### src/verilog/chdr_tg_pkg.sv
`default_nettype none

package chdr_tg_pkg;

  localparam int DATA_W         = 64;  // Stream data width
  localparam int MTU_LOG2       = 5;   // log2 of max lines per packet
  localparam int NUM_NODES_LOG2 = 4;   // log2 of generators in the fabric
  localparam int NUM_NODES      = 1 << NUM_NODES_LOG2;

  // Traffic pattern codes, ASCII letters
  localparam logic [7:0] PATT_LOOPBACK       = 8'h4c;  // L
  localparam logic [7:0] PATT_NEIGHBOR       = 8'h4e;  // N
  localparam logic [7:0] PATT_BIT_COMPLEMENT = 8'h43;  // C
  localparam logic [7:0] PATT_SEQUENTIAL     = 8'h53;  // S
  localparam logic [7:0] PATT_UNIFORM        = 8'h55;  // U
  localparam logic [7:0] PATT_UNIFORM_OTHERS = 8'h4f;  // O

  // CHDR header bit that announces a timestamp line
  localparam int HAS_TIME_BIT = 61;

  // Base seeds for the random sources, mixed with the node ID
  localparam logic [31:0] GEN_SEED_BASE = 32'h9e37_79b9;
  localparam logic [31:0] THR_SEED_BASE = 32'h7f4a_7c15;

  // CHDR data header
  // 63:62 type (data), 61 has_time, 60 eob, 59:48 seqnum,
  // 47:32 length in bytes, 31:16 src, 15:0 dst
  function automatic logic [63:0] pack_chdr_hdr(
    input logic        has_time,
    input logic [11:0] seqnum,
    input logic [15:0] length,
    input logic [15:0] src_sid,
    input logic [15:0] dst_sid
  );
    logic [63:0] hdr;
    hdr                = '0;        // Data packet, no EOB
    hdr[HAS_TIME_BIT]  = has_time;
    hdr[59:48]         = seqnum;
    hdr[47:32]         = length;
    hdr[31:16]         = src_sid;
    hdr[15:0]          = dst_sid;
    return hdr;
  endfunction

endpackage

`default_nettype wire

### src/verilog/tg_lfsr.sv
`timescale 1ns/1ns
`default_nettype none

module tg_lfsr #(
  parameter logic [31:0] SEED = 32'h0000_0001  // Must be nonzero
) (
  input  wire         clk,
  input  wire         rst,
  input  wire         i_advance,  // Step to the next value
  output logic [31:0] o_value
);

  logic [31:0] state;
  logic [31:0] x1, x2, x3;

  // Marsaglia xorshift32, shifts 13/17/5
  assign x1 = state ^ (state << 13);
  assign x2 = x1 ^ (x1 >> 17);
  assign x3 = x2 ^ (x2 << 5);

  always_ff @(posedge clk) begin
    if (rst) state <= SEED;
    else if (i_advance) state <= x3;
  end

  assign o_value = state;

endmodule

`default_nettype wire

### src/verilog/ts_insert_throttle.sv
`timescale 1ns/1ns
`default_nettype none

module ts_insert_throttle
  import chdr_tg_pkg::*;
#(
  parameter logic [31:0] SEED = 32'h1
) (
  input  wire               clk,
  input  wire               rst,
  input  wire  [63:0]       i_current_time,
  input  wire  [7:0]        i_injection_rate,  // Percent, 100 never throttles
  input  wire  [DATA_W-1:0] i_tdata,
  input  wire               i_tlast,
  input  wire               i_tvalid,
  output logic              o_tready,
  output logic [DATA_W-1:0] o_tdata,
  output logic              o_tlast,
  output logic              o_tvalid,
  input  wire               i_tready
);

  typedef enum logic [1:0] {ST_HDR, ST_TS, ST_BODY} state_t;

  state_t      state;
  logic        throttle;
  logic [31:0] rnd;
  logic [22:0] scaled;
  logic [7:0]  draw;     // 0..99

  tg_lfsr #(.SEED(SEED)) lfsr_inst (
    .clk       (clk),
    .rst       (rst),
    .i_advance (1'b1),  // New draw every cycle
    .o_value   (rnd)
  );

  assign scaled = 23'(rnd[15:0]) * 23'd100;
  assign draw   = {1'b0, scaled[22:16]};

  always_ff @(posedge clk) begin
    if (rst) throttle <= 1'b1;
    else throttle <= (draw >= i_injection_rate);
  end

  // Packet position tracker, moves on accepted beats
  always_ff @(posedge clk) begin
    if (rst) begin
      state <= ST_HDR;
    end else if (o_tvalid && i_tready) begin
      case (state)
        ST_HDR:  if (!i_tlast) state <= i_tdata[HAS_TIME_BIT] ? ST_TS : ST_BODY;
        ST_TS:   state <= i_tlast ? ST_HDR : ST_BODY;
        ST_BODY: state <= i_tlast ? ST_HDR : ST_BODY;
        default: state <= ST_HDR;
      endcase
    end
  end

  assign o_tdata  = (state == ST_TS) ? i_current_time : i_tdata;  // Stamp at release
  assign o_tlast  = i_tlast;
  assign o_tvalid = i_tvalid && !throttle;
  assign o_tready = i_tready && !throttle;

endmodule

`default_nettype wire

### config.mk
export PLATFORM = sky130hd
export DESIGN_NAME = ts_insert_throttle
export DESIGN_NICKNAME = d
export VERILOG_FILES = /design/src/verilog/chdr_tg_pkg.sv /design/src/verilog/tg_lfsr.sv /design/src/verilog/ts_insert_throttle.sv
export SDC_FILE = /design/constraint.sdc
export NUM_CORES = 1
export LEC_CHECK = 0
export BUFFER_PORTS_ARGS = -buffer_cell sky130_fd_sc_hd__buf_4
export CAP_MARGIN = 20
export CORE_MARGIN = 10
export CORE_UTILIZATION = 52
export CTS_CLUSTER_SIZE = 24
export DETAILED_ROUTE_END_ITERATION = 10
export PLACE_DENSITY_LB_ADDON = 0.3
export SLEW_MARGIN = 40
export SYNTH_ARGS = -nofsm -noshare
export SYNTH_HDL_FRONTEND = slang
export SYNTH_HIERARCHICAL = 1
export SYNTH_SLANG_ARGS = --single-unit
### constraint.sdc
create_clock -name clk -period 6.2 [get_ports clk]
set_input_delay 1.24 -clock clk [delete_from_list [all_inputs] [get_ports clk]]
set_output_delay 1.24 -clock clk [all_outputs]
set_load 0.02 [all_outputs]
== Yosys cells after proc, flatten, opt, wreduce, memory -nomap -nowiden ==
Cells that the tools add are included.
Cells by class
  multiply operators: 1
  magnitude comparators: 1
  equality and inequality tests: 3
  mux-type cells: 5
  bitwise logic cells: 3
  reductions and logical operators: 7
Operator list (number)
  two-way mux 64 bit: 1
  bitwise XOR 32 bit: 2
  bitwise XOR 32 x 15 -> 32 bit: 1
  multiplier 16 x 5 -> 21 bit (second input constant): 1
  greater-or-equal comparator 7 x 8 -> 1 bit: 1
  two-way mux 2 bit: 3
  case mux 2 bit (2 select lines): 1
  logical AND 1 bit: 3
  equality test 2 x 1 -> 1 bit (second input constant): 1
  equality test 2 bit (second input constant): 1
  logical NOT 2 bit: 1
  inequality test 2 bit (second input constant): 1
  AND reduction 2 bit: 1
  OR reduction 2 bit: 1
  logical NOT 1 bit: 1
Word-level totals
  flip-flop bits (word level): 35
  bits of input ports: 141
  output and inout bits: 67
  logic and storage cells: 23

== Logic depth before layout (Yosys ltp) ==
  depth after elaboration: 4
  depth in mapped cells: 18
  depth with buffers taken out: 18

== Modules after synthesis ==
The synthesis kept the hierarchy.
By module, submodules not included
  ts_insert_throttle: times used 1, cells an instance 277, area each 2444.8 um^2, seq. area each 60.1 um^2
  tg_lfsr: times used 1, cells an instance 205, area each 1981.9 um^2, seq. area each 640.6 um^2

== Worst setup path before layout ==
Ideal clock, no wire load.
  kind: flip-flop to flip-flop
  start point: reg lfsr_inst.state[10] (netlist: lfsr_inst/o_value[10])
  end point: reg throttle
  setup time: 0.125 ns
  arrival time: 3.795 ns
  required time: 6.075 ns
  setup slack: 2.280 ns
  cell stages (with the launch flop): 17
  path buffers: 0
  period minus slack after synthesis: 3.920 ns
  cells stage by stage: dfxtp_1 -> ha_1 -> ha_1 -> inv_1 -> fa_1 -> inv_1 -> ha_1 -> nand3_1 -> nor2_1 -> or4b_2 -> nand2_1 -> xor2_1 -> ha_1 -> nor2b_1 -> o21ai_0 -> a21oi_1 -> o41a_1
Between the ends
  word-level cells in the longest chain between the ends: 2
Ends and longest elaborated chain
  start: declaration: RTL line tg_lfsr.sv:13  | logic [31:0] state;
  start signal: assignment: RTL line tg_lfsr.sv:22  | if (rst) state <= SEED;
  start signal: assignment: RTL line tg_lfsr.sv:23  | else if (i_advance) state <= x3;
  multiplier 16 x 5 -> 21 bit: RTL line ts_insert_throttle.sv:38  | assign scaled = 23'(rnd[15:0]) * 23'd100;
  greater-or-equal comparator 7 x 8 -> 1 bit: RTL line ts_insert_throttle.sv:43  | else throttle <= (draw >= i_injection_rate);
  end signal: assignment: RTL line ts_insert_throttle.sv:43
  end: declaration: RTL line ts_insert_throttle.sv:26  | logic throttle;
No other way between the ends.
A chain may end at the register's enable or synchronous reset.

== Final worst setup path ==
  start point: reg lfsr_inst.state[8] (netlist: lfsr_inst/o_value[8])
  end point: reg throttle
Same word-level chain as after synthesis.

==> summary.txt <==
Status
  – Outcome: complete, no violations

Synth
  – Number of enable flip-flop cells after synthesis: 0
  – Synth Register Bits: 35
  – FFs w/ async S/R, synth: 0%
  – Ys Warns: 6
  – Top cell type's share of synthesized area: 17.8%
  – Synth Instances: 482
  – Synthesized cell area: 4430 µm²
  – Synth cell types: 51
  – Prevailing post-synth register cell: dfxtp_1
  – Sequential share of the synthesized area: 15.8%
  – Leading area contributor after synthesis: mux2_2
  – Syn avg cell area: 9.18 µm²
  – Top cells by count, synth: mux2_2 (70), ha_1 (60), inv_1 (51)
  – Synth top area cells: mux2_2 (18%), ha_1 (17%), dfxtp_1 (16%), xnor2_1 (8.1%), xnor3_1 (5.1%)
  – Cell with the most instances after synthesis: mux2_2

Power and ir drop
  – Leakage: 3.12 nW
  – Power Density: 365 nW/µm²
  – Maximum VDD drop: 0.301 mV

Global routing
  – Vias in the first global route: 4164
  – Pin count of the biggest net entering global routing: 66
  – Global-route usage over all layers: 24.8%
  – Antenna violations before repair: 0
  – First-pass GRT wire length: 24600 µm
  – Remaining global-route overflow: 0

Timing
  – Worst Skew: 0.00199 ns
  – Setup violators final: 0
  – Hold Violations, Final: 0
  – Min Tclk post-route: 4.35 ns
  – Setup WS post-layout: 1.85 ns
  – RSZ-0062 raised after global routing: no
  – Slew headroom: 49.6%
  – Worst-Margin Slew: 0.756 ns
  – Setup TNS: 0 ns
  – Hold_ws: 0.482 ns
  – Max Fclk: 230 MHz
  – Slew Viols, Final: 0
  – Final period util: 70.2%

Drt
  – DR vias: 4163
  – Antenna viol nets, final: 0
  – # DRC: 0
  – Via density: 5.32
  – DR iter-0 viols: 271
  – DR WL/cell: 21.4 µm
  – Total wire length: 16700 µm
  – TritonRoute pass-1 iters: 4

Min path
  – Hold endpoint: state[1]
  – Hold/Removal Path Class: flop to flop
  – Min-delay src: state[1]
  – Hold path depth: 2

Clock tree
  – # H-tree levels: 2
  – Post_cts resized: 0
  – CTS tree: done
  – Maximum root-to-sink buffer count: 2
  – TritonCTS buffer count: 5
  – Root Driver: clkbuf_8
  – Clock Sink Count: 35
  – Skew-Pair Late Insertion Delay: 0.29 ns
  – Clk slew on worst S/H paths: 0.07 ns
  – Postcts setup bufs: 0
  – Number of hold-repair buffers added at the cts stage: 0

Placement
  – GP Congestion: 0.935
  – Port buffer count: 207
  – Dpl ws: 1.90 ns
  – Dpl hpwl: 14400 µm

Floorplan
  – DIE HEIGHT: 112 µm
  – Chip width: 112 µm
  – Number of I/O pins: 208
  – Die area: 12600 µm²
  – Initial Utilization: 53.6%
  – Num rows: 33
  – Core area: 8260 µm²

Cells and area
  – # diodes: 0
  – Reg area: 701 µm²
  – Synthesis-to-layout area growth: 38.2%
  – Layout fillers: 609
  – Multi-input gate area: 3450 µm²
  – Share of layout cells above drive strength 1: 44.5%
  – Net count reported at finish: 889

Worst setup path
  – Endpoint type of the worst setup path: flop
  – Worst setup SP type: flop
  – Register-to-Register Path Depth: 16
  – Req. time, crit path: 6.37 ns
  – Worst EP arrival: 4.53 ns
  – R2r setup slk: 1.85 ns
  – CP Max Fanout: 8
  – Setup Crit Path Kind: flop to flop
  – R2r startpoint: lfsr_inst/o_value[8]
  – FF-to-FF End: throttle

Job
  – Max Cap Viol: 0
==> state kept, by name, indices dropped and copies added, names as in the netlist <==
| register | flops |
|---|---|
| lfsr_inst/o_value | 32 |
| state | 2 |
| throttle | 1 |
==> worst max-delay path: stages, from the launching register on <==
cell and delay (ns):
dfxtp_1 0.59, ha_1 0.32, ha_1 0.27, inv_1 0.05
fa_1 0.50, inv_1 0.04, ha_1 0.31, o21ai_1 0.13
nor2_1 0.16, or4b_2 0.60, nand2_1 0.17, xor2_1 0.16
ha_1 0.24, nor2b_1 0.14, o21ai_0 0.15, a21oi_1 0.09
o41a_1 0.31
==> per-layer routing <==
layer | wire [µm] | share of wire [%] | global-route usage (%) | vias up
li1 | - | - | - | 2024
met1 | 6420 | 38 | 27.6 | 1994
met2 | 8880 | 53 | 46.3 | 131
met3 | 1200 | 7.1 | 6.12 | 14
met4 | 232 | 1.4 | 5.16 | 0
met5 | 0 | 0 | 0 | -
==> cell type report <==
| cell class | instances | area share, % |
|---|---|---|
| Clock buffer | 6 | 1.35 |
| Clock inverter | 1 | 0.0818 |
| Inverter | 51 | 3.13 |
| Multi-Input combinational cell | 377 | 56.3 |
| Sequential cell | 35 | 11.5 |
| Tap cell | 105 | 2.15 |
| Timing Repair Buffer | 208 | 25.5 |
==> how the worst max path moves through the flow <==
stage,startpoint,end,slack (ns),cells past startpoint
5_1_grt,lfsr_inst/o_value[9],throttle,1.64,16
2_1_floorplan,lfsr_inst/o_value[10],throttle,2.28,16
3_3_place_gp,lfsr_inst/o_value[12],throttle,2.01,16
4_1_cts,lfsr_inst/o_value[8],throttle,1.88,16
3_5_place_dp,lfsr_inst/o_value[8],throttle,1.90,16
6_report,lfsr_inst/o_value[8],throttle,1.85,16
==> where the power goes <==
part	internal (W)	leakage (nW)	switching (W)
Combinational	0.000833	2.78	0.000767
Sequential	0.000306	0.288	0.000158
Clock	0.0000872	0.0470	0.0000827
Total	0.00123	3.12	0.00101
==> cells in the final DEF (no fill, tap or decap), types with 3 or more instances in the layout <==
cell / instances
conb_1: 6
inv_1: 51
xnor3_1: 10
clkbuf_8: 6
a21oi_1: 23
and3_1: 5
nand2_1: 19
nor3_1: 3
xnor2_1: 41
nand3b_1: 4
xnor2_2: 3
mux2i_1: 5
a31o_2: 4
ha_1: 59
mux2_2: 70
o21ai_0: 11
xor2_1: 7
buf_4: 208
fa_1: 10
dfxtp_1: 35
nand2b_1: 7
nor2_1: 39
a211oi_1: 3
or3_1: 6
a21bo_2: 4
nor2b_1: 11
==> logic make-up after synthesis <==
family          after synthesis  share of synthesized area (%)
compound gates               63                           9.30
mux                          75                           18.9
xor+xnor                     62                           16.3
buf+inv                      75                           6.81
simple gates                101                           11.2
fa+ha+maj                    70                           21.5
flops                        35                           15.8
other cells                   1                         0.0847
==> stage by stage <==
stage | instances | util, % | area, µm² | total power, W
after floorplan | 487 | - | 4450 | 0.00165
after global placement | 776 | 73.0 | 6030 | 0.00197
after detailed placement | 776 | 73.0 | 6030 | 0.00205
after CTS | 783 | 74.1 | 6120 | 0.00224
after global routing | 783 | 74.1 | 6120 | 0.00244
final | 783 | 74.1 | 6120 | 0.00223
No activity file was read; power rests on OpenSTA's default activity.
