## src/verilog/chdr_tg_pkg.sv

```systemverilog
`default_nettype none

package chdr_tg_pkg;

  localparam int DATA_W         = 64;  // Stream data width
  localparam int MTU_LOG2       = 5;   // log2 of max lines per packet
  localparam int NUM_NODES_LOG2 = 4;   // log2 of generators in the fabric
  localparam int NUM_NODES      = 1 << NUM_NODES_LOG2;

  // Traffic pattern codes, ASCII letters
  localparam logic [7:0] PATT_LOOPBACK       = 8'h4c;  // L
  localparam logic [7:0] PATT_NEIGHBOR       = 8'h4e;  // N
  localparam logic [7:0] PATT_BIT_COMPLEMENT = 8'h43;  // C
  localparam logic [7:0] PATT_SEQUENTIAL     = 8'h53;  // S
  localparam logic [7:0] PATT_UNIFORM        = 8'h55;  // U
  localparam logic [7:0] PATT_UNIFORM_OTHERS = 8'h4f;  // O

  // CHDR header bit that announces a timestamp line
  localparam int HAS_TIME_BIT = 61;

  // Base seeds for the random sources, mixed with the node ID
  localparam logic [31:0] GEN_SEED_BASE = 32'h9e37_79b9;
  localparam logic [31:0] THR_SEED_BASE = 32'h7f4a_7c15;

  // CHDR data header
  // 63:62 type (data), 61 has_time, 60 eob, 59:48 seqnum,
  // 47:32 length in bytes, 31:16 src, 15:0 dst
  function automatic logic [63:0] pack_chdr_hdr(
    input logic        has_time,
    input logic [11:0] seqnum,
    input logic [15:0] length,
    input logic [15:0] src_sid,
    input logic [15:0] dst_sid
  );
    logic [63:0] hdr;
    hdr                = '0;        // Data packet, no EOB
    hdr[HAS_TIME_BIT]  = has_time;
    hdr[59:48]         = seqnum;
    hdr[47:32]         = length;
    hdr[31:16]         = src_sid;
    hdr[15:0]          = dst_sid;
    return hdr;
  endfunction

endpackage

`default_nettype wire

```

## src/verilog/axis_fifo.sv

```systemverilog
`timescale 1ns/1ns
`default_nettype none

module axis_fifo
  import chdr_tg_pkg::*;
#(
  parameter int DEPTH_LOG2 = 4
) (
  input  wire               clk,
  input  wire               rst,
  input  wire  [DATA_W-1:0] i_tdata,
  input  wire               i_tlast,
  input  wire               i_tvalid,
  output logic              o_tready,
  output logic [DATA_W-1:0] o_tdata,
  output logic              o_tlast,
  output logic              o_tvalid,
  input  wire               i_tready
);

  localparam int DEPTH = 1 << DEPTH_LOG2;

  logic [DATA_W:0]       mem [DEPTH];  // {last, data}
  logic [DEPTH_LOG2-1:0] wr_ptr, rd_ptr;
  logic [DEPTH_LOG2:0]   count;
  logic                  wr, rd;

  assign wr = i_tvalid && o_tready;
  assign rd = o_tvalid && i_tready;

  always_ff @(posedge clk) begin
    if (wr) mem[wr_ptr] <= {i_tlast, i_tdata};
  end

  always_ff @(posedge clk) begin
    if (rst) begin
      wr_ptr <= '0;
      rd_ptr <= '0;
      count  <= '0;
    end else begin
      if (wr) wr_ptr <= wr_ptr + 1'b1;  // Pointers wrap naturally
      if (rd) rd_ptr <= rd_ptr + 1'b1;
      count <= count + (DEPTH_LOG2 + 1)'(wr) - (DEPTH_LOG2 + 1)'(rd);
    end
  end

  assign o_tready            = (count != (DEPTH_LOG2 + 1)'(DEPTH));
  assign o_tvalid            = (count != '0);
  assign {o_tlast, o_tdata}  = mem[rd_ptr];

  // Full with no read must stay full, so nothing was overwritten
  a_no_overflow: assert property (@(posedge clk) disable iff (rst)
    count == (DEPTH_LOG2 + 1)'(DEPTH) && !rd |=> count == (DEPTH_LOG2 + 1)'(DEPTH))
    else $error("FIFO written while full");

  a_no_underflow: assert property (@(posedge clk) disable iff (rst)
    count == '0 && !wr |=> count == '0)
    else $error("FIFO read while empty");

endmodule

`default_nettype wire

```

## config.mk

```make
export PLATFORM = sky130hd
export DESIGN_NAME = axis_fifo
export DESIGN_NICKNAME = d
export VERILOG_FILES = /design/src/verilog/chdr_tg_pkg.sv /design/src/verilog/axis_fifo.sv
export SDC_FILE = /design/constraint.sdc
export NUM_CORES = 1
export LEC_CHECK = 0
export BUFFER_PORTS_ARGS = -buffer_cell sky130_fd_sc_hd__buf_2
export CORE_UTILIZATION = 61
export DETAILED_ROUTE_END_ITERATION = 8
export PLACE_DENSITY = 0.75
export SYNTH_ARGS = -nofsm -noshare
export SYNTH_HDL_FRONTEND = slang
export SYNTH_SLANG_ARGS = --single-unit
```

## constraint.sdc

```tcl
create_clock -name clk -period 7.3 [get_ports clk]
set_input_delay 0.73 -clock clk [delete_from_list [all_inputs] [get_ports clk]]
set_output_delay 0.73 -clock clk [all_outputs]
set_load 0.01 [all_outputs]
```

Yosys cells after proc, flatten, opt, wreduce, memory -nomap -nowiden
Memory sizes are Yosys's and may differ from the RTL's. A register that Yosys moved wholly into a read port is not among the register bits.
Index checks and enable logic that the tools add are counted.
- memories kept: 1
- logic and storage cells: 16
- input bits: 69
- memory bits (writable): 1040
- register bits: 13
- output and inout bits: 67
- equality and inequality tests: 1
- reduce and logical (&&, ||, !) cells: 3
- $add $sub $neg: 4
- muxes and demuxes: 4
- memory list (memory ; words ; width ; rd ports ; clocked after Yosys merged registers in ; write ports ; line ; text):
    mem ; 16 ; 65 ; 1 ; 1 ; 1 ; axis_fifo.sv:23 ; logic [DATA_W:0] mem [DEPTH];
- operator list (cell ; count):
    $add 4x1->4 const B ; 2
    $mux 4 ; 2
    $add 5x1->5 ; 1
    $ne 5x5->1 const B ; 1
    $reduce_bool 5->1 ; 1
    $sub 5x1->5 ; 1
    $logic_and 1x1->1 ; 2
    $mux 1 ; 2

Longest topological paths before layout
Gate-level depths: netlist of the first run.
- depth after elaboration: 4
- mapped depth: 15
- mapped depth without buffers: 14

Worst setup path before layout of the first run
No wires, ideal clock.
- kind: reg-to-reg
- start: register count[2]
- end: memory mem[0][0] (netlist name), enable pin
- slack: 1075 ps
- setup time: 568 ps
- required time: 6732 ps
- stages on the path, launching flop included: 8
- period minus slack after synthesis: 6225 ps
- data arrival time: 5657 ps
- buffers on the path: 1
- path through: dfxtp_1 inv_1 ha_1 nand4bb_1 and2_1 clkbuf_1 nand2_1 nor3_1
- longest elaborated chain between the ends: 4
- RTL lines (item ; line ; text):
    start: declaration ; axis_fifo.sv:25 ; logic [DEPTH_LOG2:0] count;
    start signal: assignment ; axis_fifo.sv:43 ; count <= count + (DEPTH_LOG2 + 1)'(wr) - (DEPTH_LOG2 + 1)'(rd);
    $ne 5x5->1 ; axis_fifo.sv:47 ; assign o_tready = (count != (DEPTH_LOG2 + 1)'(DEPTH));
    via o_tready ; axis_fifo.sv:14 ; output logic o_tready,
    $logic_and 1x1->1 ; axis_fifo.sv:28 ; assign wr = i_tvalid && o_tready;
    $mux 1 ; axis_fifo.sv:32 ; if (wr) mem[wr_ptr] <= {i_tlast, i_tdata};
    $mux 1 (implied by the code) ; axis_fifo.sv:32 ;
    end: declaration ; axis_fifo.sv:23 ;
The timed path passes the listed nets, and every way through them passes these cells.

==> metrics.md, run 1 <==
| Metric | Value |
|---|---|
| Setup TNS | 0 ns |
| Root buffer cell | clkbuf_16 |
| Post-synth EDFFs | 1040 |
| CP max-delay cell | dfxtp_4 |
| WS Path Type | register to output pin |
| Power density over cell area | 335 nW/um^2 |
| Initial antenna violation count | 11 |
| CP Max Fanout | 49 |
| Total CTS buffers | 100 |
| Skew-Pair Late Insertion Delay | 0.65 ns |
| RePlAce Congestion | 0.718 |
| Vias | 18.4k |
| Sw frac | 0.243 |
| Core Rows | 93 |
| Core area | 64500 um^2 |
| H-tree levels | 3 |
| Minimum clock period | 4.47 ns |
| RSZ-0062 raised after global routing | false |
| Avg Cell Area, Syn | 23.4 um^2 |
| DP HPWL | 39.8 mm |
| Post-Syn Nets | 1776 |
| Hold Crit Class | input pin to register |
| Initial cell density of the core | 0.616 |
| Worst VDD drop | 0.339 mV |
| Initial DRT Pass Iterations | 7 |
| Clock Skew | 0.0174 ns |
| Max Slew Vio Count | 0 |
| Setup slack at placement | 3.37 ns |
| Combinational Power Share | 0.175 |
| Max Clk Rate | 224 MHz |
| Leakage power | 0.0140 uW |
| # DRC | 0 |
| Net Switching | 3630 uW |
| Antenna viol nets, final | 0 |
| Critical Path RT | 6.57 ns |
| Final period util | 0.613 |
| Total clock sinks | 1057 |
| CTS-repair resized insts | 0 |
| Share of the synthesized area in the top cell type | 0.786 |
| Top_reg_cell synth | edfxtp_1 |
| Status | complete, no violations |
| Fin nets | 1953 |
| Worst-path clk slew | 0.06 ns |
| Critical path launch point type | register |
| Yosys reg bits | 1057 |
| Post-route cell area | 44700 um^2 |
| # IOs | 136 |
| Total wire length | 83.7 mm |
| CP arrival | 3.74 ns |
| Gr usage total | 0.260 |
| IO Port Bufs | 135 |
| Drt wl/cell | 29.8 um |
| Die H | 257 um |
| Layout cell share with drive strength beyond 1 | 0.305 |
| Asr flop ratio synth | 0 |
| CTS tree | built |
| CP Capture Type | output pin |
| Synthesized instance count | 1695 |
| Yosys top cell by area | edfxtp_1 |
| Final Hold Viols | 0 |
| Area Growth Syn to Fin | 12.6% |
| Post-place instance area | 41400 um^2 |
| Longest Clk Path Bufs | 3 |
| Vias in the first global route | 19.3k |
| Die area | 66200 um^2 |
| Clk network pwr share | 0.355 |
| Count of cell types in the netlist | 30 |
| Initial DRC Count | 2229 |
| Post-route setup slack | 2.83 ns |
| Slew @ Worst Pin | 1.26 ns |
| Seq/Total Area, Yosys | 0.794 |
| Maxcap violations | 0 |
| Largest net degree at the start of global routing | 133 |
| First-pass GRT wire length | 124 mm |
| Vias/cell | 6.55 |
| Post-synth top cells | 1040 x edfxtp_1, 260 x mux4_2, 130 x a22oi_1 |
| Die span in x | 257 um |
| Sequential power share | 0.471 |
| Synth top area cells | edfxtp_1 79%, mux4_2 15%, a22oi_1 2.5% |
| Grt total ovfl | 0 |
| Yosys warns | 0 |
| Hold Buf Count CTS | 0 |
| Total internal power | 11300 uW |
| Setup-failing EPs final | 0 |
| Rel. slew slack | 0.163 |
| Crit path cell chain | buf_4 > mux4_2 > a22oi_1 > nand2_1 > buf_2 |
| Most frequent cell after synthesis | edfxtp_1 |
| Critical path's largest stage delay | 0.99 ns |
| # Post-CTS Setup Buffers | 0 |
| Post-Synthesis Cell Area | 39700 um^2 |
==> path summary, 6_finish.rpt <==
kind / start / endpoint / slack (ns) / cells past startpoint
min reg2reg: rd_ptr[1] / register / 0.52 / 2
max reg2reg: count[2] / mem[9][3] / 3.78 / 7
min: rst / count[1] / 0.42 / 2
max: register / o_tdata[11] / 2.83 / 5
==> power groups by stage <==
| stage | clock network, uW | logic [uW] | registers, uW |
|---|---|---|---|
| CTS | 5370 | 2660 | 7060 |
| global route | 5600 | 2810 | 7080 |
| global placement | 0 | 2590 | 7170 |
| detailed placement | 0 | 2630 | 7180 |
| floorplan | 0 | 2060 | 7080 |
| finish | 5310 | 2620 | 7050 |
==> placed cells by master (no fill, tap or decap), drive strengths merged <==
cell type  count
nand4bb        1
nor3           5
fa             1
a21o           1
and3           2
o21bai         1
a21oi          4
nor2b          5
xnor2          2
and2           2
clkinv        41
or4b           1
edfxtp      1040
clkbuf       118
bufinv        16
nor2          22
buf          166
diode          1
mux4         260
dfxtp         17
nand3          6
nand2b         2
a22oi        130
inv           13
nand2         73
clkinvlp       6
xor2           6
ha            11
nor3b          1
==> cells by family after synthesis <==
kind of cell               Yosys count  synth area share
AOI/OAI and AO/OA                  136            0.0254
xor gates and xnor gates             8           0.00176
adders and majority gates           12           0.00397
buffers and inverters              102            0.0143
DFF                               1057             0.794
muxes                              260             0.147
and+or+nand+nor                    120            0.0128
==> registers in the layout (all words and copies together), names as in the netlist, named ones only <==
register / cells
count: 5
rd_ptr: 4
wr_ptr: 4
mem: 1040
==> per-layer routing <==
layer | wire length, um | vias up | global-route usage
li1 | - | 7580 | -
met1 | 31600 | 9702 | 0.359
met2 | 42400 | 966 | 0.424
met3 | 7750 | 142 | 0.0529
met4 | 1900 | 14 | 0.0802
met5 | 87 | - | 0
==> critical path: cells and delay by family (launching register included) <==
kind                   cells  cell delay, ns
multiplexers               1            0.61
flip-flops                 1            0.99
AO/OA/AOI/OAI              1            0.22
buffers and inverters      2            1.02
AND/OR/NAND/NOR            1            0.12
==> metrics by stage <==
| step | power [uW] | hold slack [ns] | utilization | cells |
|---|---|---|---|---|
| finish | 15000 | 0.420 | 0.694 | 2809 |
| global route | 15500 | 0.440 | 0.694 | 2809 |
| CTS | 15100 | 0.403 | 0.694 | 2808 |
| detailed placement | 9820 | 0.505 | 0.642 | 2625 |
| global placement | 9760 | 0.473 | 0.642 | 2625 |
| floorplan | 9140 | 0.455 | - | 1695 |
==> cell type report <==
class	count	area [um^2]
antenna	1	2.50
clock buffer	118	2630
clock inverter	65	752
fill	3766	19700
inverter	11	41.3
multi-input combinational	536	7740
sequential	1057	31600
tap	855	1070
timing repair buffer	166	933
No activity file was read; power rests on OpenSTA's default activity.
==> inputs of run 2 (changes only) <==
Settings changed: ABC_AREA from default to 1, CORE_UTILIZATION 61 to 62.
Clock period 7.3 ns to 4.39 ns, I/O delays scaled along.
==> metrics.md, run 2 <==
| Metric | Value |
|---|---|
| Leakage power | 0.0215 uW |
| Clock Skew | 0.0287 ns |
| Worst-path clk slew | 0.06 ns |
| Critical path's largest stage delay | 0.88 ns |
| Power density over cell area | 517 nW/um^2 |
| Post-synth EDFFs | 1040 |
| Hold Crit Class | input pin to register |
| Hold Buf Count CTS | 0 |
| Core Rows | 99 |
| Post-place instance area | 46900 um^2 |
| Die area | 74600 um^2 |
| Count of cell types in the netlist | 20 |
| Initial antenna violation count | 6 |
| Max FFs per register | 1040 |
| CTS-repair resized insts | 0 |
| Setup-failing EPs final | 0 |
| Minimum clock period | 3.56 ns |
| IO Port Bufs | 135 |
| Vias/cell | 5.55 |
| Placed cells | 5253 |
| Longest Clk Path Bufs | 3 |
| Max Slew Vio Count | 0 |
| Total clock sinks | 1057 |
| Seq/Total Area, Yosys | 0.693 |
| Final Hold Viols | 0 |
| Status | complete, no violations |
| Most frequent cells in the layout | 1391 x nand2_1, 1040 x edfxtp_1, 804 x inv_1, 784 x nand3_1, 135 x buf_2 |
| Avg Cell Area, Syn | 10.5 um^2 |
| # IOs | 136 |
| Share of the synthesized area in the top cell type | 0.685 |
| Critical path launch point type | register |
| Max Clk Rate | 281 MHz |
| Core area | 72800 um^2 |
| Most frequent cell on the critical path | nand2_1 |
| Slew @ Worst Pin | 1.10 ns |
| DP HPWL | 52.2 mm |
| Yosys top cell by area | edfxtp_1 |
| First-pass GRT wire length | 166 mm |
| Initial cell density of the core | 0.626 |
| Antenna viol nets, final | 0 |
| Filler instances | 5046 |
| Area Growth Syn to Fin | 10.5% |
| Skew-Pair Late Insertion Delay | 0.67 ns |
| WS Path Type | register to output pin |
| H-tree levels | 3 |
| Post-Synthesis Cell Area | 45600 um^2 |
| Die span in x | 273 um |
| Vias | 30.2k |
| Gr usage total | 0.294 |
| Post-Syn Nets | 4400 |
| Top_reg_cell synth | edfxtp_1 |
| Final Util | 0.691 |
| Rel. slew slack | 0.268 |
| Yosys warns | 0 |
| Most frequent cell after synthesis | nand2_1 |
| CP max-delay cell | buf_4 |
| Worst VDD drop | 0.649 mV |
| Largest net degree at the start of global routing | 220 |
| CP arrival | 3.12 ns |
| Fin nets | 4481 |
| CP Max Fanout | 94 |
| Crit path cell chain | buf_4 > nand2_1 > nand2_1 > nand2_1 > nand3_1 > nand3_1 > nand2_1 > buf_2 |
| Asr flop ratio synth | 0 |
| Synth top area cells | edfxtp_1 69%, nand2_1 11%, nand3_1 8.6% |
| Post-synth top cells | 1391 x nand2_1, 1040 x edfxtp_1, 806 x inv_1 |
| Maxcap violations | 0 |
| Fin Hold WS | 0.0332 ns |
| Most common cell after layout, fill and taps aside | nand2_1 |
| Largest Register | mem |
| Root buffer cell | clkbuf_16 |
| RSZ-0062 raised after global routing | false |
| Synthesized instance count | 4319 |
| RePlAce Congestion | 0.779 |
| CP Capture Type | output pin |
| Initial DRT Pass Iterations | 5 |
| Yosys reg bits | 1057 |
| CTS tree | built |
| # Post-CTS Setup Buffers | 0 |
| Total CTS buffers | 104 |
| Setup TNS | 0 ns |
| Critical Path RT | 3.95 ns |
| Initial DRC Count | 3865 |
| Layout Cells excl Fill | 5450 |
| Post-route cell area | 50300 um^2 |
| Largest regs | mem: 1040 flops, count: 5 flops |
| Final period util | 0.810 |
| Grt total ovfl | 0 |
| # DRC | 0 |
| Total wire length | 109 mm |
| Drt wl/cell | 19.9 um |
| Die H | 273 um |
| Layout cell share with drive strength beyond 1 | 0.0798 |
| Vias in the first global route | 29.8k |
## run 2: cell count changes after synthesis, sizes merged, moves of 4 or more
| cell | change |
|---|---|
| a22oi | -130 |
| buf | +134 |
| clkbuf | -10 |
| inv | +798 |
| mux4 | -260 |
| nand2 | +1318 |
| nand3 | +778 |
| nor2 | +15 |
| nor2b | -5 |
| nor3 | -5 |
| o21ai | +4 |
## run 2: layout make-up
class / instances / area (um^2) / share of cell area
diodes: 3 / 7.51 / 0.000149
clock inverters: 66 / 673 / 0.0134
flip-flops and latches: 1057 / 31600 / 0.628
clock buffers: 128 / 2750 / 0.0545
repair buffers: 190 / 1400 / 0.0278
well taps: 959 / 1200 / 0.0238
inverters: 808 / 3060 / 0.0609
multi-input cells: 2239 / 9650 / 0.192
## run 2: worst max-delay path: cells and delay by family (launching register included)
kind	cells	cell delay, ns
flops	1	0.67
simple gates	6	0.70
buf+inv	2	1.06
## run 2: final timing paths
path	startpoint	to	cells past startpoint	slack [ns]
worst min-delay path	rst	count[0]	2	0.03
worst min register to register	rd_ptr[2]	register	2	0.51
worst max-delay path	register	o_tdata[13]	8	0.83
worst max register to register	count[3]	mem[15][7]	8	1.50
## run 2: power breakdown
| part | internal, uW | switching, uW | total [uW] |
|---|---|---|---|
| logic | 1640 | 3830 | 5470 |
| registers | 11400 | 163 | 11600 |
| clock network | 5200 | 3760 | 8960 |
## run 2: metal layers
layer / up-vias / part of all wire / wire, um / global-route usage
li1: 14100 / - / - / -
met1: 14500 / 0.39 / 42100 / 0.388
met2: 1430 / 0.50 / 54000 / 0.494
met3: 238 / 0.085 / 9260 / 0.0425
met4: 6 / 0.029 / 3190 / 0.116
met5: - / 0.00029 / 32 / 0
## run 2: logic make-up after synthesis
logic type | synth area share
XOR/XNOR | 0.000577
adder cells (fa/ha/maj) | 0.00346
AND/OR/NAND/NOR | 0.204
flip-flops | 0.693
buffers and inverters | 0.0978
AO/OA/AOI/OAI | 0.000989
## run 2: metrics by stage
step	setup WS, ns	power [uW]
2_1_floorplan	0.0285	15700
3_3_place_gp	1.52	17100
3_5_place_dp	1.55	17200
4_1_cts	0.813	26100
5_1_grt	0.666	27100
6_report	0.835	26000
