$ cat src/verilog/chdr_tg_pkg.sv
`default_nettype none

package chdr_tg_pkg;

  localparam int DATA_W         = 64;  // Stream data width
  localparam int MTU_LOG2       = 5;   // log2 of max lines per packet
  localparam int NUM_NODES_LOG2 = 4;   // log2 of generators in the fabric
  localparam int NUM_NODES      = 1 << NUM_NODES_LOG2;

  // Traffic pattern codes, ASCII letters
  localparam logic [7:0] PATT_LOOPBACK       = 8'h4c;  // L
  localparam logic [7:0] PATT_NEIGHBOR       = 8'h4e;  // N
  localparam logic [7:0] PATT_BIT_COMPLEMENT = 8'h43;  // C
  localparam logic [7:0] PATT_SEQUENTIAL     = 8'h53;  // S
  localparam logic [7:0] PATT_UNIFORM        = 8'h55;  // U
  localparam logic [7:0] PATT_UNIFORM_OTHERS = 8'h4f;  // O

  // CHDR header bit that announces a timestamp line
  localparam int HAS_TIME_BIT = 61;

  // Base seeds for the random sources, mixed with the node ID
  localparam logic [31:0] GEN_SEED_BASE = 32'h9e37_79b9;
  localparam logic [31:0] THR_SEED_BASE = 32'h7f4a_7c15;

  // CHDR data header
  // 63:62 type (data), 61 has_time, 60 eob, 59:48 seqnum,
  // 47:32 length in bytes, 31:16 src, 15:0 dst
  function automatic logic [63:0] pack_chdr_hdr(
    input logic        has_time,
    input logic [11:0] seqnum,
    input logic [15:0] length,
    input logic [15:0] src_sid,
    input logic [15:0] dst_sid
  );
    logic [63:0] hdr;
    hdr                = '0;        // Data packet, no EOB
    hdr[HAS_TIME_BIT]  = has_time;
    hdr[59:48]         = seqnum;
    hdr[47:32]         = length;
    hdr[31:16]         = src_sid;
    hdr[15:0]          = dst_sid;
    return hdr;
  endfunction

endpackage

`default_nettype wire

$ cat src/verilog/tg_lfsr.sv
`timescale 1ns/1ns
`default_nettype none

module tg_lfsr #(
  parameter logic [31:0] SEED = 32'h0000_0001  // Must be nonzero
) (
  input  wire         clk,
  input  wire         rst,
  input  wire         i_advance,  // Step to the next value
  output logic [31:0] o_value
);

  logic [31:0] state;
  logic [31:0] x1, x2, x3;

  // Marsaglia xorshift32, shifts 13/17/5
  assign x1 = state ^ (state << 13);
  assign x2 = x1 ^ (x1 >> 17);
  assign x3 = x2 ^ (x2 << 5);

  always_ff @(posedge clk) begin
    if (rst) state <= SEED;
    else if (i_advance) state <= x3;
  end

  assign o_value = state;

endmodule

`default_nettype wire

$ cat src/verilog/chdr_pkt_gen.sv
`timescale 1ns/1ns
`default_nettype none

module chdr_pkt_gen
  import chdr_tg_pkg::*;
#(
  parameter int          NODE_ID = 0,
  parameter logic [31:0] SEED    = 32'h1
) (
  input  wire                clk,
  input  wire                rst,
  input  wire  [63:0]        i_current_time,
  input  wire                i_start_stb,
  input  wire  [15:0]        i_lines_per_pkt,     // Header + timestamp + ramp
  input  wire  [7:0]         i_traffic_patt,
  input  wire  [31:0]        i_num_pkts_to_send,
  output logic [DATA_W-1:0]  o_tdata,
  output logic               o_tlast,
  output logic               o_tvalid,
  input  wire                i_tready,
  output logic               o_session_active,
  output logic [63:0]        o_session_duration,
  output logic [31:0]        o_xfer_count,
  output logic [31:0]        o_pkt_count
);

  localparam logic [NUM_NODES_LOG2-1:0] NODE_LO = NUM_NODES_LOG2'(NODE_ID);

  logic                      running;
  logic [15:0]               line_idx;    // Line within current packet
  logic [31:0]               pkt_idx;     // Packets completed this session
  logic [31:0]               xfer_cnt;
  logic [63:0]               start_time, stop_time;
  logic [15:0]               lines_q;     // Session settings latched at start
  logic [7:0]                patt_q;
  logic [31:0]               num_pkts_q;
  logic [NUM_NODES_LOG2-1:0] cur_dst;     // Also serves as last destination
  logic [31:0]               rnd;
  logic                      start, accept, last_pkt, pick;

  // Next destination from pattern, previous destination and a random draw
  function automatic logic [NUM_NODES_LOG2-1:0] choose_dst(
    input logic [7:0]                patt,
    input logic [NUM_NODES_LOG2-1:0] last,
    input logic [NUM_NODES_LOG2-1:0] draw
  );
    case (patt)
      PATT_LOOPBACK:       return NODE_LO;
      PATT_NEIGHBOR:       return NODE_LO + 1'b1;
      PATT_BIT_COMPLEMENT: return ~NODE_LO;        // NUM_NODES-1-NODE_ID
      PATT_SEQUENTIAL:     return last + 1'b1;     // Wraps mod NUM_NODES
      PATT_UNIFORM:        return draw;
      PATT_UNIFORM_OTHERS: return (draw == NODE_LO) ? NODE_LO + 1'b1 : draw;
      default:             return '0;
    endcase
  endfunction

  assign start    = i_start_stb && !running && (i_num_pkts_to_send != 32'd0);
  assign accept   = o_tvalid && i_tready;
  assign last_pkt = (pkt_idx == num_pkts_q - 32'd1);
  assign pick     = start || (accept && o_tlast && !last_pkt);  // One draw per header

  tg_lfsr #(.SEED(SEED)) lfsr_inst (
    .clk       (clk),
    .rst       (rst),
    .i_advance (pick),
    .o_value   (rnd)
  );

  // Session control and metrics
  always_ff @(posedge clk) begin
    if (rst) begin
      running    <= 1'b0;
      line_idx   <= '0;
      pkt_idx    <= '0;
      xfer_cnt   <= '0;
      start_time <= '0;
      stop_time  <= '0;
    end else if (start) begin
      running    <= 1'b1;
      line_idx   <= '0;
      pkt_idx    <= '0;
      xfer_cnt   <= '0;
      start_time <= i_current_time;
      stop_time  <= i_current_time;  // Duration reads zero while running
    end else if (accept) begin
      xfer_cnt <= xfer_cnt + 32'd1;
      if (o_tlast) begin
        line_idx <= '0;
        pkt_idx  <= pkt_idx + 32'd1;
        if (last_pkt) begin
          running   <= 1'b0;
          stop_time <= i_current_time;
        end
      end else begin
        line_idx <= line_idx + 16'd1;
      end
    end
  end

  always_ff @(posedge clk) begin
    if (start) begin
      lines_q    <= i_lines_per_pkt;
      patt_q     <= i_traffic_patt;
      num_pkts_q <= i_num_pkts_to_send;
    end
    // Sequential restarts from NODE_ID-1 so the first packet goes to NODE_ID
    if (pick)
      cur_dst <= choose_dst(start ? i_traffic_patt : patt_q,
                            start ? NODE_LO - 1'b1 : cur_dst,
                            rnd[31 -: NUM_NODES_LOG2]);
  end

  // Beat mux
  always_comb begin
    if (line_idx == 16'd0)
      o_tdata = pack_chdr_hdr(1'b1, pkt_idx[11:0], {lines_q[12:0], 3'b000},
                              16'(NODE_ID), 16'(cur_dst));
    else if (line_idx == 16'd1)
      o_tdata = '0;                             // Timestamp filled in downstream
    else
      o_tdata = DATA_W'(line_idx - 16'd2);      // Ramp from 0
  end

  assign o_tvalid           = running;
  assign o_tlast            = (line_idx == lines_q - 16'd1);
  assign o_session_active   = running;
  assign o_session_duration = stop_time - start_time;
  assign o_xfer_count       = xfer_cnt;
  assign o_pkt_count        = pkt_idx;

  a_min_lines: assert property (@(posedge clk) disable iff (rst)
    start |-> i_lines_per_pkt >= 16'd3)
    else $error("Session started with fewer than 3 lines per packet");

endmodule

`default_nettype wire

$ cat config.mk
export PLATFORM = sky130hd
export DESIGN_NAME = chdr_pkt_gen
export DESIGN_NICKNAME = d
export VERILOG_FILES = /design/src/verilog/chdr_tg_pkg.sv /design/src/verilog/tg_lfsr.sv /design/src/verilog/chdr_pkt_gen.sv
export SDC_FILE = /design/constraint.sdc
export NUM_CORES = 1
export LEC_CHECK = 0
export ABC_AREA = 1
export BUFFER_PORTS_ARGS = -buffer_cell sky130_fd_sc_hd__buf_2
export CORE_ASPECT_RATIO = 1.2
export CORE_MARGIN = 5
export CORE_UTILIZATION = 33
export CTS_CLUSTER_DIAMETER = 80
export CTS_CLUSTER_SIZE = 28
export DETAILED_ROUTE_END_ITERATION = 8
export PLACE_DENSITY = 0.52
export SLEW_MARGIN = 20
export SYNTH_ARGS = -nofsm -noshare
export SYNTH_HDL_FRONTEND = slang
export SYNTH_HIERARCHICAL = 1
export SYNTH_SLANG_ARGS = --single-unit
$ cat constraint.sdc
create_clock -name clk -period 7.7 [get_ports clk]
set_clock_uncertainty 0.05 [all_clocks]
set_input_delay 0.77 -clock clk [delete_from_list [all_inputs] [get_ports clk]]
set_output_delay 0.77 -clock clk [all_outputs]
set_load 0.1 [all_outputs]
Yosys cells after proc, flatten, opt, wreduce, memory -nomap -nowiden
Cells that the tools add are included.
{"block": "totals", "output_inout_bits": 195, "regBits": 301, "inputBits": 124}
{"block": "classes", "reduce_logical": 17, "muxes": 15, "add_sub_neg": 8, "eq_ne": 8, "n_bitwise": 3}
{"op": "$mux W64", "count": 6}
{"op": "$add A32 B1 Y32 const B", "count": 2}
{"op": "$sub A64 B64 Y64", "count": 1}
{"op": "$xor A32 B32 Y32", "count": 2}
{"op": "$eq A8 B7 Y1 const B", "count": 5}
{"op": "$eq A32 B32 Y1", "count": 1}
{"op": "$reduce_bool A32 Y1", "count": 1}
{"op": "$sub A32 B1 Y32 const B", "count": 1}
{"op": "$xor A32 B15 Y32", "count": 1}
{"op": "$pmux W4 S5", "count": 1}
{"op": "$sub A16 B2 Y17 const B", "count": 1}
{"op": "$add A16 B1 Y16 const B", "count": 1}
{"op": "$eq A16 B1 Y1 const B", "count": 1}
{"op": "$eq A16 B16 Y1", "count": 1}
{"op": "$logic_not A16 Y1", "count": 1}
{"op": "$mux W16", "count": 1}
{"op": "$sub A16 B1 Y16 const B", "count": 1}
{"op": "$mux W4", "count": 2}
{"op": "$mux W8", "count": 1}
{"op": "$reduce_bool A2 Y1", "count": 3}
{"op": "$logic_and A1 B1 Y1", "count": 5}
{"op": "$add A4 B1 Y4 const B", "count": 1}
{"op": "$logic_not A4 Y1", "count": 1}
{"op": "$mux W1", "count": 4}
{"op": "other kinds (5)", "count": 6}

Longest topological paths before layout
Gate-level depths: netlist (run 1).
{"block": "depth", "depth_word": 6, "ltp_mapped": 25, "mapped_depth_nobuf": 22}

Cells and area by module
Netlist (run 1), hierarchy kept.
{"mod": "chdr_pkt_gen", "n_inst": 1, "area_per_inst_um2": 18577.8, "cells_each": 2741}
{"mod": "tg_lfsr", "n_inst": 1, "area_per_inst_um2": 2199.6, "cells_each": 366}

Worst setup path after synthesis (run 1)
No wires, ideal clock.
{"block": "synth_timing", "path_kind": "reg-to-output", "from": "register line_idx[2]", "to": "output port o_tdata[52]", "path_stages_with_launch": 13, "path_buffers": 1, "t_required_ps": 6880, "path_slack_ps": 2024, "t_arrival_ps": 4856, "path_cell_list": "dfxtp_1 nor2_1 inv_1 nor2_1 inv_1 nor2_1 inv_1 a211oi_1 inv_1 nor2_1 inv_1 clkbuf_1 o21ai_0"}
{"block": "synth_between", "elab_chain_cells": 3}
{"item": "from (decl)", "line": "chdr_pkt_gen.sv:30", "text": "logic [15:0] line_idx;"}
{"item": "from (signal assigned)", "line": "chdr_pkt_gen.sv:96", "text": "line_idx <= line_idx + 16'd1;"}
{"item": "$sub A16 B2 Y17 or $eq A16 B1 Y1 (tied branches)", "line": "chdr_pkt_gen.sv:122, chdr_pkt_gen.sv:119"}
{"item": "$mux W64", "line": "chdr_pkt_gen.sv:119", "text": "else if (line_idx == 16'd1)"}
{"item": "$mux W64 *", "line": "chdr_pkt_gen.sv:116", "text": "if (line_idx == 16'd0)"}
{"item": "to (decl)", "line": "chdr_pkt_gen.sv:17", "text": "output logic [DATA_W-1:0] o_tdata,"}
Mark *: on every way between the ends. The rest lies on a longest branch, timed or not.

Final worst setup path (run 1)
{"block": "layout_timing", "from": "register start_time[2]", "to": "output port o_session_duration[37]"}
{"block": "layout_between", "elab_chain_cells": 1}
{"item": "from (decl)", "line": "chdr_pkt_gen.sv:33", "text": "logic [63:0] start_time, stop_time;"}
{"item": "from (signal assigned)", "line": "chdr_pkt_gen.sv:84", "text": "start_time <= i_current_time;"}
{"item": "$sub A64 B64 Y64", "line": "chdr_pkt_gen.sv:128", "text": "assign o_session_duration = stop_time - start_time;"}
{"item": "to (decl)", "line": "chdr_pkt_gen.sv:22", "text": "output logic [63:0] o_session_duration,"}
No other way between the ends.

==> flow_summary.toml, run 1 <==
[floorplan]
dieWidth_um = 239.1
die_y_um = 284.9
start_util_pct = 33.41
die_area_um2 = 68100
fp.coreArea_um2 = 62180
io_pins = 319
rows = 100

[timing]
timing.final.ws_setup_ps = 2888
final-max-slew-violation-count = 0
setup_violations = 0
min_period_ps = 4812
relSlewSlack_pct = 28.49
grt_setup_unrepaired = "false"
tightest_slew_ps = 1073
tns_ps = 0
fmax_ghz = 0.2078
post-route-period-util_pct = 62.49
hold_violations = 0

[critical_path]
r2r_setup_slack_ps = 3710
path_cells = "inv_1 -> ha_1 -> a21oi_1 -> nand2_1 -> a21boi_0 -> inv_1 -> nand3_1 -> nand2_1 -> a21boi_0 -> o21ai_0 -> a21oi_1 -> xor2_1 -> buf_2"
arrival_ps = 3990
setup.worst_path.start = "start_time[2]"
r2r_cells = 16
cp-endpoint = "o_session_duration[37]"
cp_num_buf_inv = 3
cp-end-kind = "output port"
critPathKind = "reg2out"
r2r-end = "stop_time[31]"
crit_family = "compound AO/OA/AOI/OAI gates"
cp_data_required_time_ps = 6880
cp-start-kind = "register"
critical_path_depth = 13
path_max_fanout = 4
crit_slowest_cell = "a21boi_0"
r2r_start = "lines_q[0]"
slowest_delay_ps = 490

[grt]
antenna_found_initial = 12
use_met3_pct = 3.412
grt.overflow.total = 0
gr-usage-met2_pct = 33.53
grt.total_usage_pct = 18.68
met1_usage_pct = 22.92
grt-busiest-layer = "met2"
grt_max_degree = 88
grt_pass1_vias = 19277
grt_first_pass_wirelength_um = 104300

[worst_hold_path]
hold_class = "in2reg"
worstHoldStart = "i_num_pkts_to_send[17]"
whs_path_depth = 1

[clock_tree]
clock_latency_ps = 570
numCtsBuffers = 24
clk_pin_slew_ps = 90
cts_buffer_depth = 3
post-cts-setup-buffers = 0
cts-root-buf = "clkbuf_16"
htree_levels = 1
clock_sinks = 301
post_cts_resize_count = 0
cts_tree = "yes"
hold_buffers = 0

[synthesis]
yosysWarnings = 6
yosys.area.top_type_share_pct = 23.99
synth_edf_count = 52
syn_area_um2 = 20780
avgSynthCellArea_um2 = 6.687
yosysSeqAreaShare_pct = 31.51
synth_most_common_cell = "nand2_1"
synth_commonest_cells = "nand2_1 (704), inv_1 (429), nor2_1 (357)"
dominantRegCellSynth = "dfxtp_1"
syn_nets = 3305
synth-seq-cells = 301
async_reset_ff_share_pct = 0
yosysTopAreaCell = "dfxtp_1"
ys_types = 54
syn_inst = 3107
synth_area_leaders = "dfxtp_1 (24%), nand2_1 (13%), inv_1 (7.8%)"

[job]
max-cap-violations = 0

[routing]
drtPass1Iterations = 5
drc = 0
wirelength_um = 67320
via_per_inst = 4.802
wl_per_cell_um = 16.10
dr.first_iter.drc_count = 1014
num_vias = 20076
antenna_left = 0

[place]
routabilityCongestion = 0.9011
port_buffers = 318
hpwl_um = 53740
place_area_um2 = 22800
pre_cts_ws_ps = 3506

[power_and_ir_drop]
power.leakage_nw = 11.30
ir_worst_vdd_mv = 0.3441
p_per_area_nw_per_um2 = 251.4

[cells_and_area]
finish.instance_area_um2 = 23680
syn2layout_area_growth_pct = 13.98
fillCellCount = 6805
final_layout_size_suffix_gt1_share_pct = 15.32
multi_input_area_um2 = 11850
final_nets = 3541
regArea_um2 = 6546

[outcome]
outcome = "finished clean"
[registers in the layout, summed over array words and instances, names as in the netlist]
| register | flops |
|---|---|
| start_time | 64 |
| stop_time | 64 |
| lfsr_inst/o_value | 32 |
| num_pkts_q | 32 |
| o_pkt_count | 32 |
| o_xfer_count | 32 |
| line_idx | 16 |
| lines_q | 16 |
| patt_q | 8 |
| cur_dst | 4 |
| o_session_active | 1 |
[worst min path at each step]
stage	to	slack (ps)
5_1_grt	lines_q[7]	290
3_3_place_gp	patt_q[6]	380
3_5_place_dp	patt_q[5]	390
4_1_cts	num_pkts_q[17]	290
6_report	num_pkts_q[17]	330
2_1_floorplan	patt_q[6]	370
[area by class of cell]
cell class	count	area share [%]
Antenna cell	4	0.04227
Timing Repair Buffer	330	7.101
Clock inverter	16	0.9034
Tap cell	816	4.311
Inverter	453	7.185
Sequential cell	301	27.64
Clock buffer	28	2.779
Multi-Input combinational cell	2233	50.04
[layout by cell type, fill, tap and decap left out, drive strengths merged, types with 4 or more instances in the layout]
cell type | netlist | layout
buf | 76 | 330
a21boi | 8 | 8
clkinv | 2 | 8
nor4 | 18 | 18
ha | 73 | 73
diode | 0 | 4
o21ai | 192 | 192
inv | 451 | 459
and3 | 4 | 4
nand3 | 188 | 188
nor2 | 383 | 383
clkbuf | 44 | 28
xor2 | 123 | 123
nand4 | 32 | 32
nand3b | 5 | 5
edfxtp | 52 | 52
o211ai | 9 | 9
a21o | 10 | 10
dfxtp | 249 | 249
o21a | 5 | 5
o21bai | 9 | 9
a31oi | 24 | 24
nor3b | 4 | 4
a211oi | 5 | 5
nand2 | 726 | 726
nor3 | 40 | 40
a21oi | 305 | 305
xnor2 | 57 | 57
[through the flow]
step | hold WS (ps) | util [%] | power, mW | instances
finish | 333.5 | 38.08 | 5.954 | 4181
global route | 294.4 | 38.07 | 6.269 | 4177
CTS | 289.9 | 38.06 | 6.023 | 4177
detailed placement | 391.9 | 36.66 | 4.610 | 4133
global placement | 383.6 | 36.65 | 4.619 | 4133
floorplan | 372.3 | - | 4.027 | 3107
[layer usage]
layer	vias to the layer above	share of wire, %
met1	9060	42
li1	10440	-
met4	12	2.6
met3	105	5.9
met2	459	49
met5	-	0.12
[logic make-up after synthesis]
| kind of cell | after synthesis | share of synthesized area, % |
|---|---|---|
| XOR/XNOR | 180 | 7.660 |
| buffers and inverters | 573 | 11.56 |
| AO/OA/AOI/OAI | 575 | 14.84 |
| adder cells (fa/ha/maj) | 74 | 4.492 |
| AND/OR/NAND/NOR | 1404 | 29.95 |
| flip-flops | 301 | 31.51 |
[power by group]
group	switching (mW)	leakage, nW	total, mW	internal [mW]
Sequential	0.0662	2.55	1.77	1.70
Clock	0.716	0.414	1.38	0.662
Combinational	2.25	8.34	2.80	0.551
No activity file was read; power rests on OpenSTA's default activity.
==> run 2, diff against run 1 <==
--- a/config.mk
+++ b/config.mk
@@ -5,7 +5,7 @@
 export SDC_FILE = /design/constraint.sdc
 export NUM_CORES = 1
 export LEC_CHECK = 0
-export ABC_AREA = 1
+export ABC_AREA = 0
 export BUFFER_PORTS_ARGS = -buffer_cell sky130_fd_sc_hd__buf_2
 export CORE_ASPECT_RATIO = 1.2
 export CORE_MARGIN = 5
@@ -13,7 +13,7 @@
 export CTS_CLUSTER_DIAMETER = 80
 export CTS_CLUSTER_SIZE = 28
 export DETAILED_ROUTE_END_ITERATION = 8
-export PLACE_DENSITY = 0.52
+export PLACE_DENSITY = 0.54
 export SLEW_MARGIN = 20
 export SYNTH_ARGS = -nofsm -noshare
 export SYNTH_HDL_FRONTEND = slang
==> constraint.sdc (replaced) <==
create_clock -name clk -period 4.2 [get_ports clk]
set_clock_uncertainty 0.05 [all_clocks]
set_input_delay 0.42 -clock clk [delete_from_list [all_inputs] [get_ports clk]]
set_output_delay 0.42 -clock clk [all_outputs]
set_load 0.1 [all_outputs]
==> run 2 against run 1 <==
Cell count down 14%; global-route usage is 0.30 points lower; count of clock-buffer cells in the layout shrank 4; critical path type unchanged; highest routed layer unchanged.
==> flow_summary.toml, run 2 <==
[power_and_ir_drop]
power.leakage_nw = 10.91
p_seq_share_pct = 24.8
power_frac_clock_pct = 18.6
pwr-share-comb_pct = 56.6
p_sw_mw = 7.097
p_per_area_nw_per_um2 = 550.8
ir_worst_vdd_mv = 0.9945
power.internal_mw = 7.117
switching_share_pct = 49.93

[grt]
antenna_found_initial = 14
grt_pass1_vias = 18879
grt_first_pass_wirelength_um = 104300
grt_max_degree = 144
grt.overflow.total = 0
grt.total_usage_pct = 18.38

[timing]
relSlewSlack_pct = 37.50
grt_setup_unrepaired = "true"
min_period_ps = 4149
tightest_slew_ps = 937.5
final-max-slew-violation-count = 0
fin_hold_ws_ps = 43.82
setup_violations = 0
hold_violations = 0
post-route-period-util_pct = 98.78
fmax_ghz = 0.2410

[routing]
highest_layer = "met5"
antenna_left = 0
wl_met3_um = 3379
num_vias = 19283
dr.first_iter.drc_count = 1069
drtPass1Iterations = 6
wl_met2_um = 32860
wl_per_cell_um = 18.55
drc = 0
via_per_inst = 5.353
m1WireLength_um = 28930
wirelength_um = 66830

[cells_and_area]
finish.instance_area_um2 = 25810
final_layout_size_suffix_gt1_share_pct = 24.25
reg.largest.list = "start_time: 64 flops, stop_time: 64 flops"
final_nets = 2949
final_cell_mix = "buf_2 (284), nand2_1 (265), dfxtp_1 (239)"
syn2layout_area_growth_pct = 22.73
layout_commonest_cell = "buf_2"

[clock_tree]
clk_pin_slew_ps = 110
numCtsBuffers = 23
htree_levels = 1
cts_tree = "yes"
cts-root-buf = "clkbuf_16"
clock_sinks = 301
cts_buffer_depth = 3
clock_latency_ps = 580

[worst_hold_path]
whs_path_depth = 3
hold_class = "in2reg"

[place]
hpwl_um = 48410
routabilityCongestion = 0.9032
place_area_um2 = 23670
port_buffers = 318

[critical_path]
r2r_setup_slack_ps = 260
r2r_cells = 10
path_max_fanout = 4
arrival_ps = 3680
cp-start-kind = "register"
cp_data_required_time_ps = 3730
cp-end-kind = "output port"
critPathKind = "reg2out"

[floorplan]
rows = 101
start_util_pct = 33.28
die_area_um2 = 68890
die_y_um = 286.5
io_pins = 319
dieWidth_um = 240.4
fp.coreArea_um2 = 63190

[synthesis]
synth-simple-area-share_pct = 24.89
syn_nets = 2694
synth_area_leaders = "dfxtp_1 (24%), edfxtp_1 (7.4%), xnor2_1 (6.5%)"
synth_fa_ha_area_share_pct = 4.439
avgSynthCellArea_um2 = 8.425
synth_most_common_cell = "nand2_1"
synth-seq-cells = 301
dominantRegCellSynth = "dfxtp_1"
synth_xor_area_share_pct = 11.85
synth_commonest_cells = "nand2_1 (265), dfxtp_1 (249), nor2_1 (197)"
syn_area_um2 = 21030
synth_edf_count = 52
async_reset_ff_share_pct = 0
yosysTopAreaCell = "dfxtp_1"
synth_top_family_by_area = "simple AND/OR/NAND/NOR gates"
yosysWarnings = 6
yosysSeqAreaShare_pct = 31.13
synth_mux_area_share_pct = 1.065
yosys.area.top_type_share_pct = 23.71
syn_inst = 2496
synth_compound_area_share_pct = 18.92
ys_types = 87

[outcome]
outcome = "finished clean"

[job]
max-cap-violations = 0
## run 2: path summary, 6_finish.rpt
check                           from                      to
setup / recovery       start_time[3]  o_session_duration[63]
hold / removal    i_current_time[46]          start_time[46]
setup reg to reg       num_pkts_q[4]           stop_time[59]
hold reg to reg            patt_q[6]               patt_q[6]
## run 2: cell families (layout without fill, tap and decap cells)
kind of cell               count (synthesis)  after routing
and+or+nand+nor                          932            932
buffers and inverters                    365            636
xor gates and xnor gates                 264            264
DFF                                      301            301
adders and majority gates                 74             74
muxes                                     21             21
AOI/OAI and AO/OA                        539            539
other                                      0             11
## run 2: routing by layer
metal,up-vias,track usage (%)
li1,9347,-
met1,9359,23.89
met3,99,2.643
met5,-,0
met2,474,31.76
met4,4,5.094
## run 2: final cells by class
cell class                      count  area [um2]
Sequential cell                   301        6559
Clock buffer                       24       600.6
Fill cell                        6299       37380
Antenna cell                       11       27.53
Timing Repair Buffer              425        3038
Tap cell                          824        1031
Inverter                          170       640.6
Clock inverter                     17       296.5
Multi-Input combinational cell   1830       13610
## run 2: metrics by stage
step                      worst slack, ps  setup TNS [ps]  cells  total power [mW]  util (%)
final                               51.27               0   3602             14.21     40.84
after detailed placement            180.2               0   3490             11.25     37.46
after global placement              205.6               0   3490             11.21     37.46
after global routing               -80.45          -151.9   3596             14.86     40.82
after floorplan                    -453.3          -571.3   2496             9.334         -
after CTS                           1.474               0   3587             14.18     40.17
## run 2: repair_timing
action                                 in CTS  in global routing
gates resized for setup                    58                 73
gates cloned                                0                  0
hold buffers                               49                  1
endpoints found under the hold margin      49                  1
setup buffers                               7                  6
setup endpoints to repair                  34                 33
pin swaps                                  23                 26
## run 2: power groups by stage
stage | Sequential [mW] | Combinational (mW) | Clock, mW
6_report | 3.53 | 8.04 | 2.64
5_1_grt | 3.57 | 8.45 | 2.84
4_1_cts | 3.53 | 7.89 | 2.76
3_5_place_dp | 3.59 | 7.66 | 0
3_3_place_gp | 3.58 | 7.63 | 0
2_1_floorplan | 3.47 | 5.86 | 0
## run 2: critical path, cell delays in order (launching register included)
cell	delay [ps]
dfxtp_2	350
inv_2	40
ha_4	270
and2_4	150
o211ai_1	150
a2111o_1	430
and3b_2	260
o221a_4	300
o311a_4	340
o21ai_2	160
a31oi_2	130
buf_6	160
xnor2_4	180
buf_12	190
==> run 3, diff against run 2 <==
--- a/config.mk
+++ b/config.mk
@@ -9,11 +9,11 @@
 export BUFFER_PORTS_ARGS = -buffer_cell sky130_fd_sc_hd__buf_2
 export CORE_ASPECT_RATIO = 1.2
 export CORE_MARGIN = 5
-export CORE_UTILIZATION = 33
+export CORE_UTILIZATION = 39
 export CTS_CLUSTER_DIAMETER = 80
 export CTS_CLUSTER_SIZE = 28
 export DETAILED_ROUTE_END_ITERATION = 8
-export PLACE_DENSITY = 0.54
+export PLACE_DENSITY = 0.61
 export SLEW_MARGIN = 20
 export SYNTH_ARGS = -nofsm -noshare
 export SYNTH_HDL_FRONTEND = slang
==> run 3 against run 2 <==
Clock power is 4% lower; sequential cell count stayed put; non-clock buffer count is 7 lower; sequential power hardly changed; total power is 1.4% lower; fmax is 0.94% lower; hold slack worse by 9.2 ps; critical endpoint is now o_session_duration[54]; largest cell class unchanged.
==> flow_summary.toml, run 3 (synthesized netlist as in run 2, its figures left out) <==
[critical_path]
critPathKind = "reg2out"
cp_data_required_time_ps = 3730
path_max_fanout = 3
r2r_cells = 11
cp-end-kind = "output port"
setup.worst_path.start = "stop_time[0]"
cp-start-kind = "register"
r2r_setup_slack_ps = 320
arrival_ps = 3720
r2r_start = "num_pkts_q[4]"

[cells_and_area]
stdcell_count = 3484
final_cell_mix = "buf_2 (283), nand2_1 (265), dfxtp_1 (243)"
final_layout_size_suffix_gt1_share_pct = 23.49
reg.largest.list = "start_time: 64 flops, stop_time: 64 flops"
final_nets = 2944
syn2layout_area_growth_pct = 20.68
layout_commonest_cell = "buf_2"
utilization_pct = 47.41
finish.instance_area_um2 = 25380

[power_and_ir_drop]
power_mw = 14.02
power.leakage_nw = 10.85
p_per_area_nw_per_um2 = 552.5
ir_worst_vdd_mv = 0.9541

[timing]
tightest_slew_ps = 969.6
final-max-slew-violation-count = 0
grt_setup_unrepaired = "true"
setup_violations = 0
fin_hold_ws_ps = 34.60
relSlewSlack_pct = 35.36
min_period_ps = 4188
post-route-period-util_pct = 99.72
fmax_ghz = 0.2388
hold_violations = 0

[routing]
wirelength_um = 65570
antenna_left = 0
num_vias = 19194
wl_per_cell_um = 18.82
drc = 0
drtPass1Iterations = 5
via_per_inst = 5.509
dr.first_iter.drc_count = 1343

[floorplan]
die_y_um = 264.4
io_pins = 319
die_area_um2 = 58680
dieWidth_um = 222.0
fp.coreArea_um2 = 53530
start_util_pct = 39.28
rows = 93

[grt]
grt.overflow.total = 0
grt.total_usage_pct = 20.95
grt_first_pass_wirelength_um = 102600
antenna_found_initial = 11
grt_pass1_vias = 18834
grt_max_degree = 107

[job]
max-cap-violations = 0

[clock_tree]
numCtsBuffers = 25
clock_latency_ps = 570
clock_sinks = 301
htree_levels = 1
cts_tree = "yes"
clk_pin_slew_ps = 80
cts-root-buf = "clkbuf_16"
cts_buffer_depth = 3

[place]
port_buffers = 318
place_area_um2 = 23520
hpwl_um = 48270
routabilityCongestion = 0.9132
place_inst = 3378

[outcome]
outcome = "finished clean"

[worst_hold_path]
whs_path_depth = 1
worstHoldStart = "i_num_pkts_to_send[9]"
hold_class = "in2reg"
## run 3: cell type report
cell class | instances | area (um2)
Clock buffer | 27 | 653.1
Inverter | 170 | 640.6
Clock inverter | 17 | 216.5
Fill cell | 5160 | 28150
Multi-Input combinational cell | 1830 | 13430
Sequential cell | 301 | 6556
Antenna cell | 9 | 22.52
Timing Repair Buffer | 418 | 2972
Tap cell | 712 | 890.9
## run 3: stage by stage
step	setup TNS [ps]	setup slack (ps)
after CTS	-29.76	-29.76
after floorplan	-571.3	-453.3
after global placement	0	101.9
after detailed placement	0	125.8
final	0	11.88
after global routing	-1164	-189.3
## run 3: worst paths after layout
path / to
worst max register to register: stop_time[62]
worst max-delay path: o_session_duration[54]
worst min-delay path: num_pkts_q[9]
worst min register to register: patt_q[7]
## run 3: routing by layer
layer	global-route usage (%)	part of all wire, %	up-vias
li1	-	-	9335
met1	25.69	41	9228
met2	38.10	50	520
met3	3.334	5.5	105
met4	5.866	2.9	6
met5	0	0.059	-
## run 3: power by group
group          switching (mW)  internal [mW]  leakage [nW]  total [mW]
clock network            1.31           1.22         0.423        2.53
registers               0.306           3.22          2.54        3.53
logic                    5.31           2.65          7.89        7.96
## run 3: critical path: stages (launching register included)
cell	delay, ps
dfxtp_1	310
inv_1	40
ha_2	190
fa_2	350
nand2b_1	180
a21oi_2	190
o211ai_1	160
a21oi_2	350
o311ai_4	190
a31oi_4	260
a21oi_2	100
buf_4	150
buf_4	140
o21bai_4	130
xor2_2	210
buf_12	200
## run 3: timing repair
action / 4_1_cts / 5_1_grt
endpoints found under the setup margin: 34 / 36
pin swaps: 17 / 23
setup buffers: 5 / 6
hold endpoints to repair: 42 / 0
hold buffers: 42 / 0
resized for setup: 42 / 56
